--- config.mk ---
export PLATFORM = sky130hd
export DESIGN_NAME = icache_lookup
export DESIGN_NICKNAME = d
export VERILOG_FILES = /design/src/hdl/icache_pkg.sv /design/src/hdl/tag_port_if.sv /design/src/hdl/icache_data_stage.sv /design/src/hdl/icache_init_ctrl.sv /design/src/hdl/icache_lookup.sv /design/src/hdl/icache_tag_array.sv /design/src/hdl/icache_tag_stage.sv
export VERILOG_INCLUDE_DIRS = /design/src /design/src/include
export SDC_FILE = /design/constraint.sdc
export NUM_CORES = 2
export LEC_CHECK = 0
export ABC_AREA = 0
export BUFFER_PORTS_ARGS = -buffer_cell sky130_fd_sc_hd__buf_2
export CORE_AREA = 2 2 474 476
export CTS_CLUSTER_SIZE = 12
export DETAILED_ROUTE_END_ITERATION = 7
export DIE_AREA = 0 0 476 478
export PLACE_DENSITY = 0.78
export SLEW_MARGIN = 20
export SYNTH_ARGS = -nofsm -noshare
export SYNTH_HDL_FRONTEND = slang
export SYNTH_HIERARCHICAL = 1
export SYNTH_SLANG_ARGS = --single-unit
--- constraint.sdc ---
create_clock -name clk_i -period 9.6 [get_ports clk_i]
set_clock_uncertainty 0.1 [all_clocks]
set_input_delay 1.44 -clock clk_i [delete_from_list [all_inputs] [get_ports clk_i]]
set_output_delay 1.44 -clock clk_i [all_outputs]
set_load 0.02 [all_outputs]
--- src/include/icache_cfg.svh ---
/*
 * Instruction cache geometry
 * Address split, line size and set count for the lookup pipeline
 */
`ifndef ICACHE_CFG_SVH
`define ICACHE_CFG_SVH

// Fetch side
`define ICACHE_FETCH_AW    32
`define ICACHE_ID_WIDTH    4

// Cache shape
`define ICACHE_LINE_WIDTH  64
`define ICACHE_LINE_COUNT  16
`define ICACHE_SET_COUNT   2

// Address split: | tag | line index | byte offset |
`define ICACHE_LINE_ALIGN  3
`define ICACHE_COUNT_ALIGN 4
`define ICACHE_SET_ALIGN   1

// Whatever is left above the index is tag
`define ICACHE_TAG_WIDTH   (`ICACHE_FETCH_AW - `ICACHE_LINE_ALIGN - `ICACHE_COUNT_ALIGN)

`endif

--- src/hdl/icache_pkg.sv ---
/*
 * Instruction cache types
 * Address, tag and line types, tag entry layout and control enums
 */
`default_nettype none

`include "icache_cfg.svh"

package icache_pkg;

  typedef logic [`ICACHE_FETCH_AW-1:0]    addr_t;
  typedef logic [`ICACHE_ID_WIDTH-1:0]    id_t;
  typedef logic [`ICACHE_LINE_WIDTH-1:0]  line_t;
  typedef logic [`ICACHE_TAG_WIDTH-1:0]   tag_t;
  typedef logic [`ICACHE_COUNT_ALIGN-1:0] line_idx_t;
  typedef logic [`ICACHE_SET_ALIGN-1:0]   set_idx_t;

  // One tag slot, valid and error on top of the tag
  typedef struct packed {
    logic valid;
    logic error;
    tag_t tag;
  } tag_entry_t;

  // Owner of the shared tag port in a cycle
  typedef enum logic [1:0] {
    TAG_IDLE,
    TAG_CLEAR,
    TAG_REFILL,
    TAG_LOOKUP
  } tag_op_e;

  typedef enum logic {
    INIT_CLEAR,
    INIT_DONE
  } init_state_e;

endpackage

`default_nettype wire

--- src/hdl/tag_port_if.sv ---
/*
 * Tag memory port
 * Single read/write port from the tag stage into the per-set tag memories
 */
`timescale 1ns/1ps
`default_nettype none

`include "icache_cfg.svh"

interface tag_port_if import icache_pkg::*; ();

  logic [`ICACHE_SET_COUNT-1:0] enable;
  logic                         write;
  line_idx_t                    index;
  tag_entry_t                   wdata;
  // Read data shows up one cycle after an enabled read
  tag_entry_t [`ICACHE_SET_COUNT-1:0] rdata;

  modport stage (
    output enable,
    output write,
    output index,
    output wdata,
    input  rdata
  );

  modport array (
    input  enable,
    input  write,
    input  index,
    input  wdata,
    output rdata
  );

endinterface

`default_nettype wire

--- src/hdl/icache_data_stage.sv ---
/*
 * Data stage
 * Reads the hitting line and presents the lookup result on the output channel
 */
`timescale 1ns/1ps
`default_nettype none

`include "icache_cfg.svh"

module icache_data_stage import icache_pkg::*; (
  input  wire logic  clk_i,
  input  wire logic  rst_ni,

  input  wire logic  clear_i,
  input  wire logic  tag_valid_i,
  input  addr_t      tag_addr_i,
  input  id_t        tag_id_i,
  input  wire logic  tag_hit_i,
  input  set_idx_t   tag_set_i,
  input  wire logic  tag_error_i,
  output logic       tag_ready_o,

  input  line_idx_t  write_index_i,
  input  set_idx_t   write_set_i,
  input  line_t      write_data_i,
  input  wire logic  write_valid_i,

  output addr_t      out_addr_o,
  output id_t        out_id_o,
  output set_idx_t   out_set_o,
  output logic       out_hit_o,
  output logic       out_error_o,
  output line_t      out_data_o,
  output logic       out_valid_o,
  input  wire logic  out_ready_i
);

  localparam int unsigned DataAddrWidth = `ICACHE_SET_ALIGN + `ICACHE_COUNT_ALIGN;

  typedef struct packed {
    addr_t    addr;
    id_t      id;
    set_idx_t cset;
    logic     hit;
    logic     error;
  } meta_t;

  line_t                    mem_q [`ICACHE_SET_COUNT * `ICACHE_LINE_COUNT];
  logic [DataAddrWidth-1:0] lookup_addr, write_addr;
  logic                     data_write, data_read;
  logic                     tag_hs;
  logic                     data_valid_q, rd_hs_q;
  line_t                    rdata_q, rsp_q;
  meta_t                    meta_q;

  assign lookup_addr = {tag_set_i, tag_addr_i[`ICACHE_LINE_ALIGN +: `ICACHE_COUNT_ALIGN]};
  assign write_addr  = {write_set_i, write_index_i};

  // --------------------------------------------------
  // Line memory port
  // --------------------------------------------------
  // Refill owns the port, the tag side waits
  assign data_write  = !clear_i && write_valid_i;
  assign tag_ready_o = (!data_valid_q || out_ready_i) && !data_write;
  assign tag_hs      = tag_valid_i && tag_ready_o;
  // Misses skip the read
  assign data_read   = tag_hs && tag_hit_i;

  always_ff @(posedge clk_i) begin
    if (data_write) begin
      mem_q[write_addr] <= write_data_i;
    end else if (data_read) begin
      rdata_q <= mem_q[lookup_addr];
    end
  end

  // --------------------------------------------------
  // Output register
  // --------------------------------------------------
  always_ff @(posedge clk_i or negedge rst_ni) begin
    if (!rst_ni) begin
      data_valid_q <= 1'b0;
      rd_hs_q      <= 1'b0;
    end else begin
      rd_hs_q <= data_read;
      if (tag_hs) begin
        data_valid_q <= 1'b1;
      end else if (out_ready_i) begin
        data_valid_q <= 1'b0;
      end
    end
  end

  always_ff @(posedge clk_i) begin
    if (tag_hs) begin
      meta_q <= '{addr: tag_addr_i, id: tag_id_i, cset: tag_set_i,
                  hit: tag_hit_i, error: tag_error_i};
    end
  end

  // Keep the fresh line if the consumer stalls in the cycle it arrives
  always_ff @(posedge clk_i) begin
    if (rd_hs_q && !out_ready_i) begin
      rsp_q <= rdata_q;
    end
  end

  assign out_data_o  = rd_hs_q ? rdata_q : rsp_q;
  assign out_addr_o  = meta_q.addr;
  assign out_id_o    = meta_q.id;
  assign out_set_o   = meta_q.cset;
  assign out_hit_o   = meta_q.hit;
  assign out_error_o = meta_q.error;
  assign out_valid_o = data_valid_q;

  // Held response stays put until the consumer takes it
  a_out_stable : assert property (
    @(posedge clk_i) disable iff (!rst_ni)
    (out_valid_o && !out_ready_i) |=> (out_valid_o && $stable(out_addr_o))
  );

endmodule

`default_nettype wire

--- src/hdl/icache_init_ctrl.sv ---
/*
 * Init and flush sequencer
 * Walks every line index once after reset or flush so the tags get cleared
 */
`timescale 1ns/1ps
`default_nettype none

`include "icache_cfg.svh"

module icache_init_ctrl import icache_pkg::*; (
  input  wire logic      clk_i,
  input  wire logic      rst_ni,
  input  wire logic      flush_valid_i,
  output logic           clear_o,
  output line_idx_t      clear_index_o
);

  localparam int unsigned CntWidth = `ICACHE_COUNT_ALIGN + 1;

  init_state_e         state_q, state_d;
  logic [CntWidth-1:0] count_q, count_d;

  always_comb begin
    state_d = state_q;
    count_d = count_q;
    unique case (state_q)
      INIT_CLEAR: begin
        count_d = count_q + 1'b1;
        // Last index written this cycle
        if (count_d == CntWidth'(`ICACHE_LINE_COUNT)) begin
          state_d = INIT_DONE;
        end
      end
      INIT_DONE: begin
        if (flush_valid_i) begin
          count_d = '0;
          state_d = INIT_CLEAR;
        end
      end
      default: begin
        state_d = INIT_CLEAR;
      end
    endcase
  end

  always_ff @(posedge clk_i or negedge rst_ni) begin
    if (!rst_ni) begin
      state_q <= INIT_CLEAR;
      count_q <= '0;
    end else begin
      state_q <= state_d;
      count_q <= count_d;
    end
  end

  assign clear_o       = (state_q == INIT_CLEAR);
  assign clear_index_o = count_q[`ICACHE_COUNT_ALIGN-1:0];

  // A clear run only ends after the last line index
  a_clear_walks_all : assert property (
    @(posedge clk_i) disable iff (!rst_ni)
    $fell(clear_o) |-> ($past(clear_index_o) == line_idx_t'(`ICACHE_LINE_COUNT - 1))
  );

endmodule

`default_nettype wire

--- src/hdl/icache_lookup.sv ---
/*
 * Instruction cache lookup
 * Two-stage set-associative tag and data lookup with refill and flush
 */
`timescale 1ns/1ps
`default_nettype none

module icache_lookup import icache_pkg::*; (
  input  wire logic  clk_i,
  input  wire logic  rst_ni,
  input  wire logic  flush_valid_i,

  input  addr_t      in_addr_i,
  input  id_t        in_id_i,
  input  wire logic  in_valid_i,
  output logic       in_ready_o,

  output addr_t      out_addr_o,
  output id_t        out_id_o,
  output set_idx_t   out_set_o,
  output logic       out_hit_o,
  output logic       out_error_o,
  output line_t      out_data_o,
  output logic       out_valid_o,
  input  wire logic  out_ready_i,

  input  line_idx_t  write_index_i,
  input  set_idx_t   write_set_i,
  input  tag_t       write_tag_i,
  input  wire logic  write_error_i,
  input  line_t      write_data_i,
  input  wire logic  write_valid_i,
  output logic       write_ready_o
);

  logic      clear;
  line_idx_t clear_index;

  // Tag stage to data stage
  logic      tag_valid, tag_ready;
  addr_t     tag_addr;
  id_t       tag_id;
  logic      tag_hit, tag_error;
  set_idx_t  tag_set;

  tag_port_if tag_port ();

  icache_init_ctrl i_init_ctrl (
    .clk_i         (clk_i),
    .rst_ni        (rst_ni),
    .flush_valid_i (flush_valid_i),
    .clear_o       (clear),
    .clear_index_o (clear_index)
  );

  icache_tag_stage i_tag_stage (
    .clk_i         (clk_i),
    .rst_ni        (rst_ni),
    .clear_i       (clear),
    .clear_index_i (clear_index),
    .in_addr_i     (in_addr_i),
    .in_id_i       (in_id_i),
    .in_valid_i    (in_valid_i),
    .in_ready_o    (in_ready_o),
    .write_index_i (write_index_i),
    .write_set_i   (write_set_i),
    .write_tag_i   (write_tag_i),
    .write_error_i (write_error_i),
    .write_valid_i (write_valid_i),
    .write_ready_o (write_ready_o),
    .port          (tag_port.stage),
    .tag_valid_o   (tag_valid),
    .tag_addr_o    (tag_addr),
    .tag_id_o      (tag_id),
    .tag_hit_o     (tag_hit),
    .tag_set_o     (tag_set),
    .tag_error_o   (tag_error),
    .tag_ready_i   (tag_ready)
  );

  icache_tag_array i_tag_array (
    .clk_i  (clk_i),
    .rst_ni (rst_ni),
    .port   (tag_port.array)
  );

  icache_data_stage i_data_stage (
    .clk_i         (clk_i),
    .rst_ni        (rst_ni),
    .clear_i       (clear),
    .tag_valid_i   (tag_valid),
    .tag_addr_i    (tag_addr),
    .tag_id_i      (tag_id),
    .tag_hit_i     (tag_hit),
    .tag_set_i     (tag_set),
    .tag_error_i   (tag_error),
    .tag_ready_o   (tag_ready),
    .write_index_i (write_index_i),
    .write_set_i   (write_set_i),
    .write_data_i  (write_data_i),
    .write_valid_i (write_valid_i),
    .out_addr_o    (out_addr_o),
    .out_id_o      (out_id_o),
    .out_set_o     (out_set_o),
    .out_hit_o     (out_hit_o),
    .out_error_o   (out_error_o),
    .out_data_o    (out_data_o),
    .out_valid_o   (out_valid_o),
    .out_ready_i   (out_ready_i)
  );

endmodule

`default_nettype wire

--- src/hdl/icache_tag_array.sv ---
/*
 * Tag memory
 * One tag entry array per set behind a shared read/write port
 */
`timescale 1ns/1ps
`default_nettype none

`include "icache_cfg.svh"

module icache_tag_array import icache_pkg::*; (
  input  wire logic  clk_i,
  input  wire logic  rst_ni,
  tag_port_if.array  port
);

  tag_entry_t mem_q [`ICACHE_SET_COUNT][`ICACHE_LINE_COUNT];

  for (genvar s = 0; s < `ICACHE_SET_COUNT; s++) begin : g_set

    // Storage, every enabled set takes the same entry
    always_ff @(posedge clk_i) begin
      if (port.enable[s] && port.write) begin
        mem_q[s][port.index] <= port.wdata;
      end
    end

    // Read register, starts out as an invalid entry
    always_ff @(posedge clk_i or negedge rst_ni) begin
      if (!rst_ni) begin
        port.rdata[s] <= '0;
      end else if (port.enable[s] && !port.write) begin
        port.rdata[s] <= mem_q[s][port.index];
      end
    end

  end

endmodule

`default_nettype wire

--- src/hdl/icache_tag_stage.sv ---
/*
 * Tag stage
 * Owns the tag port, latches the lookup request and finds the hitting set
 */
`timescale 1ns/1ps
`default_nettype none

`include "icache_cfg.svh"

module icache_tag_stage import icache_pkg::*; (
  input  wire logic  clk_i,
  input  wire logic  rst_ni,

  input  wire logic  clear_i,
  input  line_idx_t  clear_index_i,

  input  addr_t      in_addr_i,
  input  id_t        in_id_i,
  input  wire logic  in_valid_i,
  output logic       in_ready_o,

  input  line_idx_t  write_index_i,
  input  set_idx_t   write_set_i,
  input  tag_t       write_tag_i,
  input  wire logic  write_error_i,
  input  wire logic  write_valid_i,
  output logic       write_ready_o,

  tag_port_if.stage  port,

  output logic       tag_valid_o,
  output addr_t      tag_addr_o,
  output id_t        tag_id_o,
  output logic       tag_hit_o,
  output set_idx_t   tag_set_o,
  output logic       tag_error_o,
  input  wire logic  tag_ready_i
);

  typedef struct packed {
    logic     hit;
    set_idx_t cset;
    logic     error;
  } tag_rsp_t;

  tag_op_e  op;
  logic     req_ready;
  logic     req_hs, req_hs_q;
  logic     tag_valid_q;
  addr_t    addr_q;
  id_t      id_q;
  tag_t     required_tag;
  tag_rsp_t rsp_s, rsp_q, rsp;

  // --------------------------------------------------
  // Port arbitration
  // --------------------------------------------------
  // Room in the register if empty or draining this cycle
  assign req_ready     = !tag_valid_q || tag_ready_i;
  assign write_ready_o = !clear_i;
  assign in_ready_o    = !clear_i && !write_valid_i && req_ready;

  always_comb begin
    if (clear_i) begin
      op = TAG_CLEAR;
    end else if (write_valid_i) begin
      op = TAG_REFILL;
    end else if (in_valid_i && req_ready) begin
      op = TAG_LOOKUP;
    end else begin
      op = TAG_IDLE;
    end
  end

  assign req_hs = (op == TAG_LOOKUP);

  always_comb begin
    port.enable = '0;
    port.write  = 1'b0;
    port.index  = in_addr_i[`ICACHE_LINE_ALIGN +: `ICACHE_COUNT_ALIGN];
    port.wdata  = '0;
    unique case (op)
      TAG_CLEAR: begin
        port.enable = '1;
        port.write  = 1'b1;
        port.index  = clear_index_i;
      end
      TAG_REFILL: begin
        port.enable[write_set_i] = 1'b1;
        port.write  = 1'b1;
        port.index  = write_index_i;
        port.wdata  = '{valid: 1'b1, error: write_error_i, tag: write_tag_i};
      end
      // Read every set at the lookup index
      TAG_LOOKUP: port.enable = '1;
      default: ;
    endcase
  end

  // --------------------------------------------------
  // Request register
  // --------------------------------------------------
  always_ff @(posedge clk_i or negedge rst_ni) begin
    if (!rst_ni) begin
      tag_valid_q <= 1'b0;
      req_hs_q    <= 1'b0;
    end else begin
      req_hs_q <= req_hs;
      if (req_hs) begin
        tag_valid_q <= 1'b1;
      end else if (tag_ready_i) begin
        tag_valid_q <= 1'b0;
      end
    end
  end

  always_ff @(posedge clk_i) begin
    if (req_hs) begin
      addr_q <= in_addr_i;
      id_q   <= in_id_i;
    end
  end

  // --------------------------------------------------
  // Compare
  // --------------------------------------------------
  assign required_tag = addr_q[`ICACHE_FETCH_AW-1 -: `ICACHE_TAG_WIDTH];

  // Walk down so the lowest hitting set is the last one taken
  always_comb begin
    rsp_s = '0;
    for (int s = `ICACHE_SET_COUNT - 1; s >= 0; s--) begin
      if (port.rdata[s].valid && port.rdata[s].tag == required_tag) begin
        rsp_s.hit   = 1'b1;
        rsp_s.cset  = set_idx_t'(s);
        rsp_s.error = port.rdata[s].error;
      end
    end
  end

  // Fall-through buffer for a result the data stage cannot take yet
  always_ff @(posedge clk_i) begin
    if (req_hs_q && !tag_ready_i) begin
      rsp_q <= rsp_s;
    end
  end

  assign rsp = req_hs_q ? rsp_s : rsp_q;

  assign tag_valid_o = tag_valid_q;
  assign tag_addr_o  = addr_q;
  assign tag_id_o    = id_q;
  assign tag_hit_o   = rsp.hit;
  assign tag_set_o   = rsp.cset;
  assign tag_error_o = rsp.error;

  // Refills only arrive with the tag register empty so no compare sees a stale read
  a_no_refill_in_flight : assert property (
    @(posedge clk_i) disable iff (!rst_ni)
    (write_valid_i && write_ready_o) |-> !tag_valid_q
  );

endmodule

`default_nettype wire

## Yosys cells after proc, flatten, opt, wreduce, memory -nomap -nowiden

Memories as Yosys holds them, arrays and structs flattened. A register that Yosys moved wholly into a read port is not among the register bits.
Index checks and enable logic that the tools add are counted.

- Add/subtract/negate cells: 1
- Reductions and logical operators: 31
- Order comparisons: 4
- Bitwise logic cells: 3
- Equality and inequality tests: 7
- Mux-type cells: 36

Operators by type and width:

| kind | count |
|---|---|
| $mux 432 | 2 |
| $bmux 27 s4 | 2 |
| $mux 27 | 6 |
| $demux 27 s4 | 1 |
| $mux 64 | 1 |
| $eq 25x25->1 | 2 |
| $logic_and 1x1->1 | 17 |
| $mux 1 | 12 |
| $pmux 5 s2 | 1 |
| $mux 3 | 3 |
| $pmux 4 s2 | 1 |
| $logic_not 1->1 | 7 |
| $mux 2 | 3 |
| $add 5x1->5 const B | 1 |
| $eq 5x5->1 const B | 1 |
| $ge 5x5->1 const B | 1 |
| $lt 5x1->1 const B | 1 |
| $mux 5 | 1 |
| $not 4->5 | 1 |
| $eq 2x2->1 const B | 2 |
| $pmux 2 s2 | 1 |
| $reduce_bool 2->1 | 2 |
| $reduce_or 2->1 | 2 |
| $eq 2x1->1 const B | 1 |
| other kinds (8) | 10 |

- Output and inout bits: 106
- Flip-flop bits (word level): 206
- Bits in writable memories: 2912
- Memories kept: 2
- Input bits: 137

Memories:

| memory | words | width | rd ports | clocked after Yosys merged registers in | write ports | RTL line | text |
|---|---|---|---|---|---|---|---|
| i_data_stage.mem_q | 32 | 64 | 1 | 1 | 1 | icache_data_stage.sv:48 | `` line_t mem_q [`ICACHE_SET_COUNT * `ICACHE_LINE_COUNT]; `` |
| i_tag_array.mem_q | 2 | 432 | 2 | 0 | 2 | icache_tag_array.sv:16 | `` tag_entry_t mem_q [`ICACHE_SET_COUNT][`ICACHE_LINE_COUNT]; `` |

## Longest topological paths before layout

- Word-level depth: 16
- Gate-level depth with buffers: 13
- Mapped depth without buffers: 9

## Hierarchy

Netlist, hierarchy kept.

Modules (own cells, without submodules):

| module | area an instance (um^2) | cells an instance | instances | sequential area each (um^2) |
|---|---|---|---|---|
| icache_data_stage | 84258.3 | 3920 | 1 | 66563.8 |
| icache_tag_array | 35094.9 | 1871 | 1 | 27296.2 |
| icache_tag_stage | 2248.4 | 181 | 1 | 1221.2 |
| icache_init_ctrl | 362.8 | 38 | 1 | 150.1 |

## Worst setup path before layout

Ideal clock, no wire load.

- Path type: input to register
- Start point: input write_valid_i
- End point: memory i_data_stage/mem_q[12][0] in the netlist's numbering (enable)
- Arrival: 5012 ps
- Slack: 4001 ps
- Library setup time: 486 ps
- Stages on the path: 4
- Path buffers: 1
- Cell sequence: nor2b_1 or3b_2 clkbuf_1 nor2_1

- Longest elaborated chain between the ends: 3

RTL lines:

| what | RTL line | text |
|---|---|---|
| start, declared | icache_lookup.sv:32 | `input wire logic write_valid_i,` |
| $logic_and 1x1->1 | icache_data_stage.sv:63 | `assign data_write = !clear_i && write_valid_i;` |
| $mux 1 | icache_data_stage.sv:70 | `if (data_write) begin` |
| $mux 1 (implied by the code) | icache_data_stage.sv:71 | `mem_q[write_addr] <= write_data_i;` |
| end, declared | icache_data_stage.sv:48 |  |

Every way passes these cells.

==> summary.txt <==
Status
  – Status: completed

Synthesis
  – Ys flop type: edfxtp_1
  – Synth top area share: 76.8%
  – Yosys warning count: 6
  – Synth cell types: 69
  – EDFF count, synth: 3118
  – Synth top area cells: edfxtp_1, mux2i_1, mux4_2, a22oi_1, dfrtp_1
  – Syn Area/Cell: 20.3 sq um
  – Register area share after synthesis: 78.1%
  – Synthesized instance count: 6010
  – Net Count, Synth: 6149
  – Yosys reg bits: 3182
  – Post-synth top area cell: edfxtp_1
  – Synthesized area: 0.122 sq mm
  – Asr flop ratio synth: 2.01%

Power
  – Reg power frac: 49.9%
  – Logic pwr share: 17.1%
  – Static leakage: 44.8 nW
  – Sw Share: 26.6%
  – PwrDens: 249 mW/mm^2
  – Internal power: 24.9 mW
  – Clock share of power: 33.0%
  – Peak VDD IR: 0.000330 V
  – NetSw: 9.00 mW
  – Tot Pwr: 33.9 mW

Detailed routing
  – Post-DR vias/cell: 6.46
  – First DRT Iteration DRCs: 8492
  – First drt pass iteration count: 7
  – Post-route ant nets: 0
  – Routed wire per std cell: 30.8 um
  – Routed wire length: 294 mm
  – DR vias: 61900
  – Remaining DRCs: 0

Clock tree
  – Hold_buf cts: 0
  – CTS tree: yes
  – Post-CTS Setup Bufs: 0
  – CTS Buffer Depth: 4
  – Clock-pin slew on the worst setup and hold paths: 0.06 ns
  – Number of gates resized after cts: 0
  – CTS Buf Count: 328
  – # H-tree levels: 5
  – Clk sinks: 3182
  – Clock root cell: clkbuf_16
  – Worst-Skew Late Latency: 0.97 ns

Final layout
  – Share of cells above drive strength 1: 20.0%
  – Most common cell after layout, fill and taps aside: edfxtp_1
  – Commonest non-fill, non-tap cells in the layout: edfxtp_1, mux2i_1, mux4_2, clkbuf_16, buf_2
  – Design area: 0.136 sq mm
  – Fin nets: 6552
  – Area Overhead vs Synth: 11.4%

Die
  – Site Rows: 174
  – Die Y: 478 um
  – Starting Density: 54.7%
  – Die area: 0.228 sq mm
  – Top Ports: 243
  – Chip Width: 476 um
  – Area of the core: 0.223 sq mm

Worst setup path
  – Worst-path maximum fanout: 42
  – Crit path kind: reg -> reg
  – Crit end category: flop
  – CP arrival: 5.88 ns
  – Setup crit start kind: flop
  – CP required: 10.04 ns

Placement
  – Dpl cell area: 0.127 sq mm
  – Final Wtd Congestion: 0.866
  – Post-DP HPWL: 158 mm
  – IO buf count: 242

STA
  – Peak Freq: 0.184 GHz
  – Tmin final: 5.44 ns
  – Setup Viol. Count Final: 0
  – Hold Vio Cnt, Final: 0
  – Fin Hold WS: 0.264 ns
  – RSZ-0062 raised after global routing: no
  – Fin Setup TNS: 0 ns
  – Slew HR: 11.7%
  – Worst Tran Pin Value: 1.31 ns
  – Period utilization: 56.6%
  – Slew Limit Fails: 0

Global route
  – Vias in the first global route: 62200
  – Global-route wire length before repair: 423 mm
  – Initial antenna violation count: 34
  – Total track usage: 25.7%
  – Largest net degree at the start of global routing: 144
  – GRT overflow: 0

Job
  – Max-Cap Viols: 0

Worst hold path
  – Worst hold path class: in -> async
synth_stat cells (all sizes together), types with 42 or more instances:
master,instances
mux4,337
nand3,66
a221oi,42
a31oi,55
a211oi,47
nor2b,60
edfxtp,3118
buf,249
nor3,54
nand4,52
clkbuf,91
nand2,68
mux2i,790
mux2,66
nor2,177
a22oi,216
o21ai,51
o22ai,155
dfrtp,64
power groups by stage:
stage / clock [mW] / sequential, mW / combinational, mW
2_1_floorplan: 0 / 17.1 / 3.97
3_3_place_gp: 0 / 17.1 / 5.57
3_5_place_dp: 0 / 17.2 / 5.71
4_1_cts: 11.3 / 16.9 / 5.75
5_1_grt: 11.8 / 17.0 / 6.08
6_report: 11.2 / 16.9 / 5.80
critical path, stage by stage (launching register included):
cell,delay [ns]
edfxtp_1,0.58
xnor2_1,0.27
nand4_2,0.14
nor4_4,0.60
a211oi_2,0.18
mux2_2,0.30
buf_4,0.32
nand2b_4,0.41
buf_4,0.75
a21oi_1,0.17
nor4_1,1.09
worst paths after layout:
check / to / from / slack, ns / depth (start not counted)
max: i_data_stage/rdata_q[6] / i_tag_stage/tag_addr_o[26] / 4.16 / 10
min: i_tag_array/port.rdata[18] / rst_ni / 0.26 / 1
max reg2reg: i_data_stage/rdata_q[6] / i_tag_stage/tag_addr_o[26] / 4.16 / 10
min reg2reg: i_data_stage/out_addr_o[2] / i_tag_stage/tag_addr_o[2] / 0.32 / 0
max in group asynchronous: i_data_stage/rd_hs_q / rst_ni / 7.93 / 2
min in group clk_i: i_data_stage/out_addr_o[2] / i_tag_stage/tag_addr_o[2] / 0.32 / 0
logic make-up after synthesis:
logic type	Yosys count	synth area share, %
flip-flops	3182	78.1
adder cells (fa/ha/maj)	2	0.0205
multiplexers	1193	13.3
AND/OR/NAND/NOR	587	2.63
XOR/XNOR	53	0.381
buffers and inverters	347	1.82
AO/OA/AOI/OAI	646	3.75
final cells by class:
cell class | count | area [sq um]
clock buffer | 447 | 8790
multi-input combinational | 2481 | 25100
antenna | 16 | 40.0
fill | 14900 | 87300
tap | 2992 | 3740
inverter | 7 | 26.3
sequential | 3182 | 95200
timing repair buffer | 413 | 2640
clock inverter | 34 | 209
per-stage QoR:
stage / setup slack, ns / utilization, % / std cells
floorplan: 4.00 / - / 6010
global placement: 3.83 / 56.8 / 9072
detailed placement: 3.70 / 56.8 / 9073
CTS: 4.47 / 60.8 / 9554
global route: 4.24 / 60.9 / 9569
finish: 4.16 / 60.9 / 9572
sequential cells by signal, indices dropped and copies added (netlist names), 3 cells and up:
register	cells
i_data_stage/rdata_q	64
i_data_stage/out_addr_o	32
i_tag_stage/rsp_q	3
i_tag_array/mem_q	864
i_init_ctrl/count_q	5
i_tag_stage/tag_id_o	4
i_tag_array/port.rdata	54
i_data_stage/out_id_o	4
i_data_stage/rsp_q	64
i_data_stage/mem_q	2048
i_tag_stage/tag_addr_o	32
layer usage:
| metal | track usage (%) | wire length (um) | vias to the layer above |
|---|---|---|---|
| li1 | - | - | 25500 |
| met1 | 34.4 | 107000 | 31800 |
| met2 | 40.3 | 141000 | 3912 |
| met3 | 5.72 | 32400 | 669 |
| met4 | 12.3 | 14100 | 30 |
| met5 | 0 | 165 | - |
(Power assumes the default switching activity.)
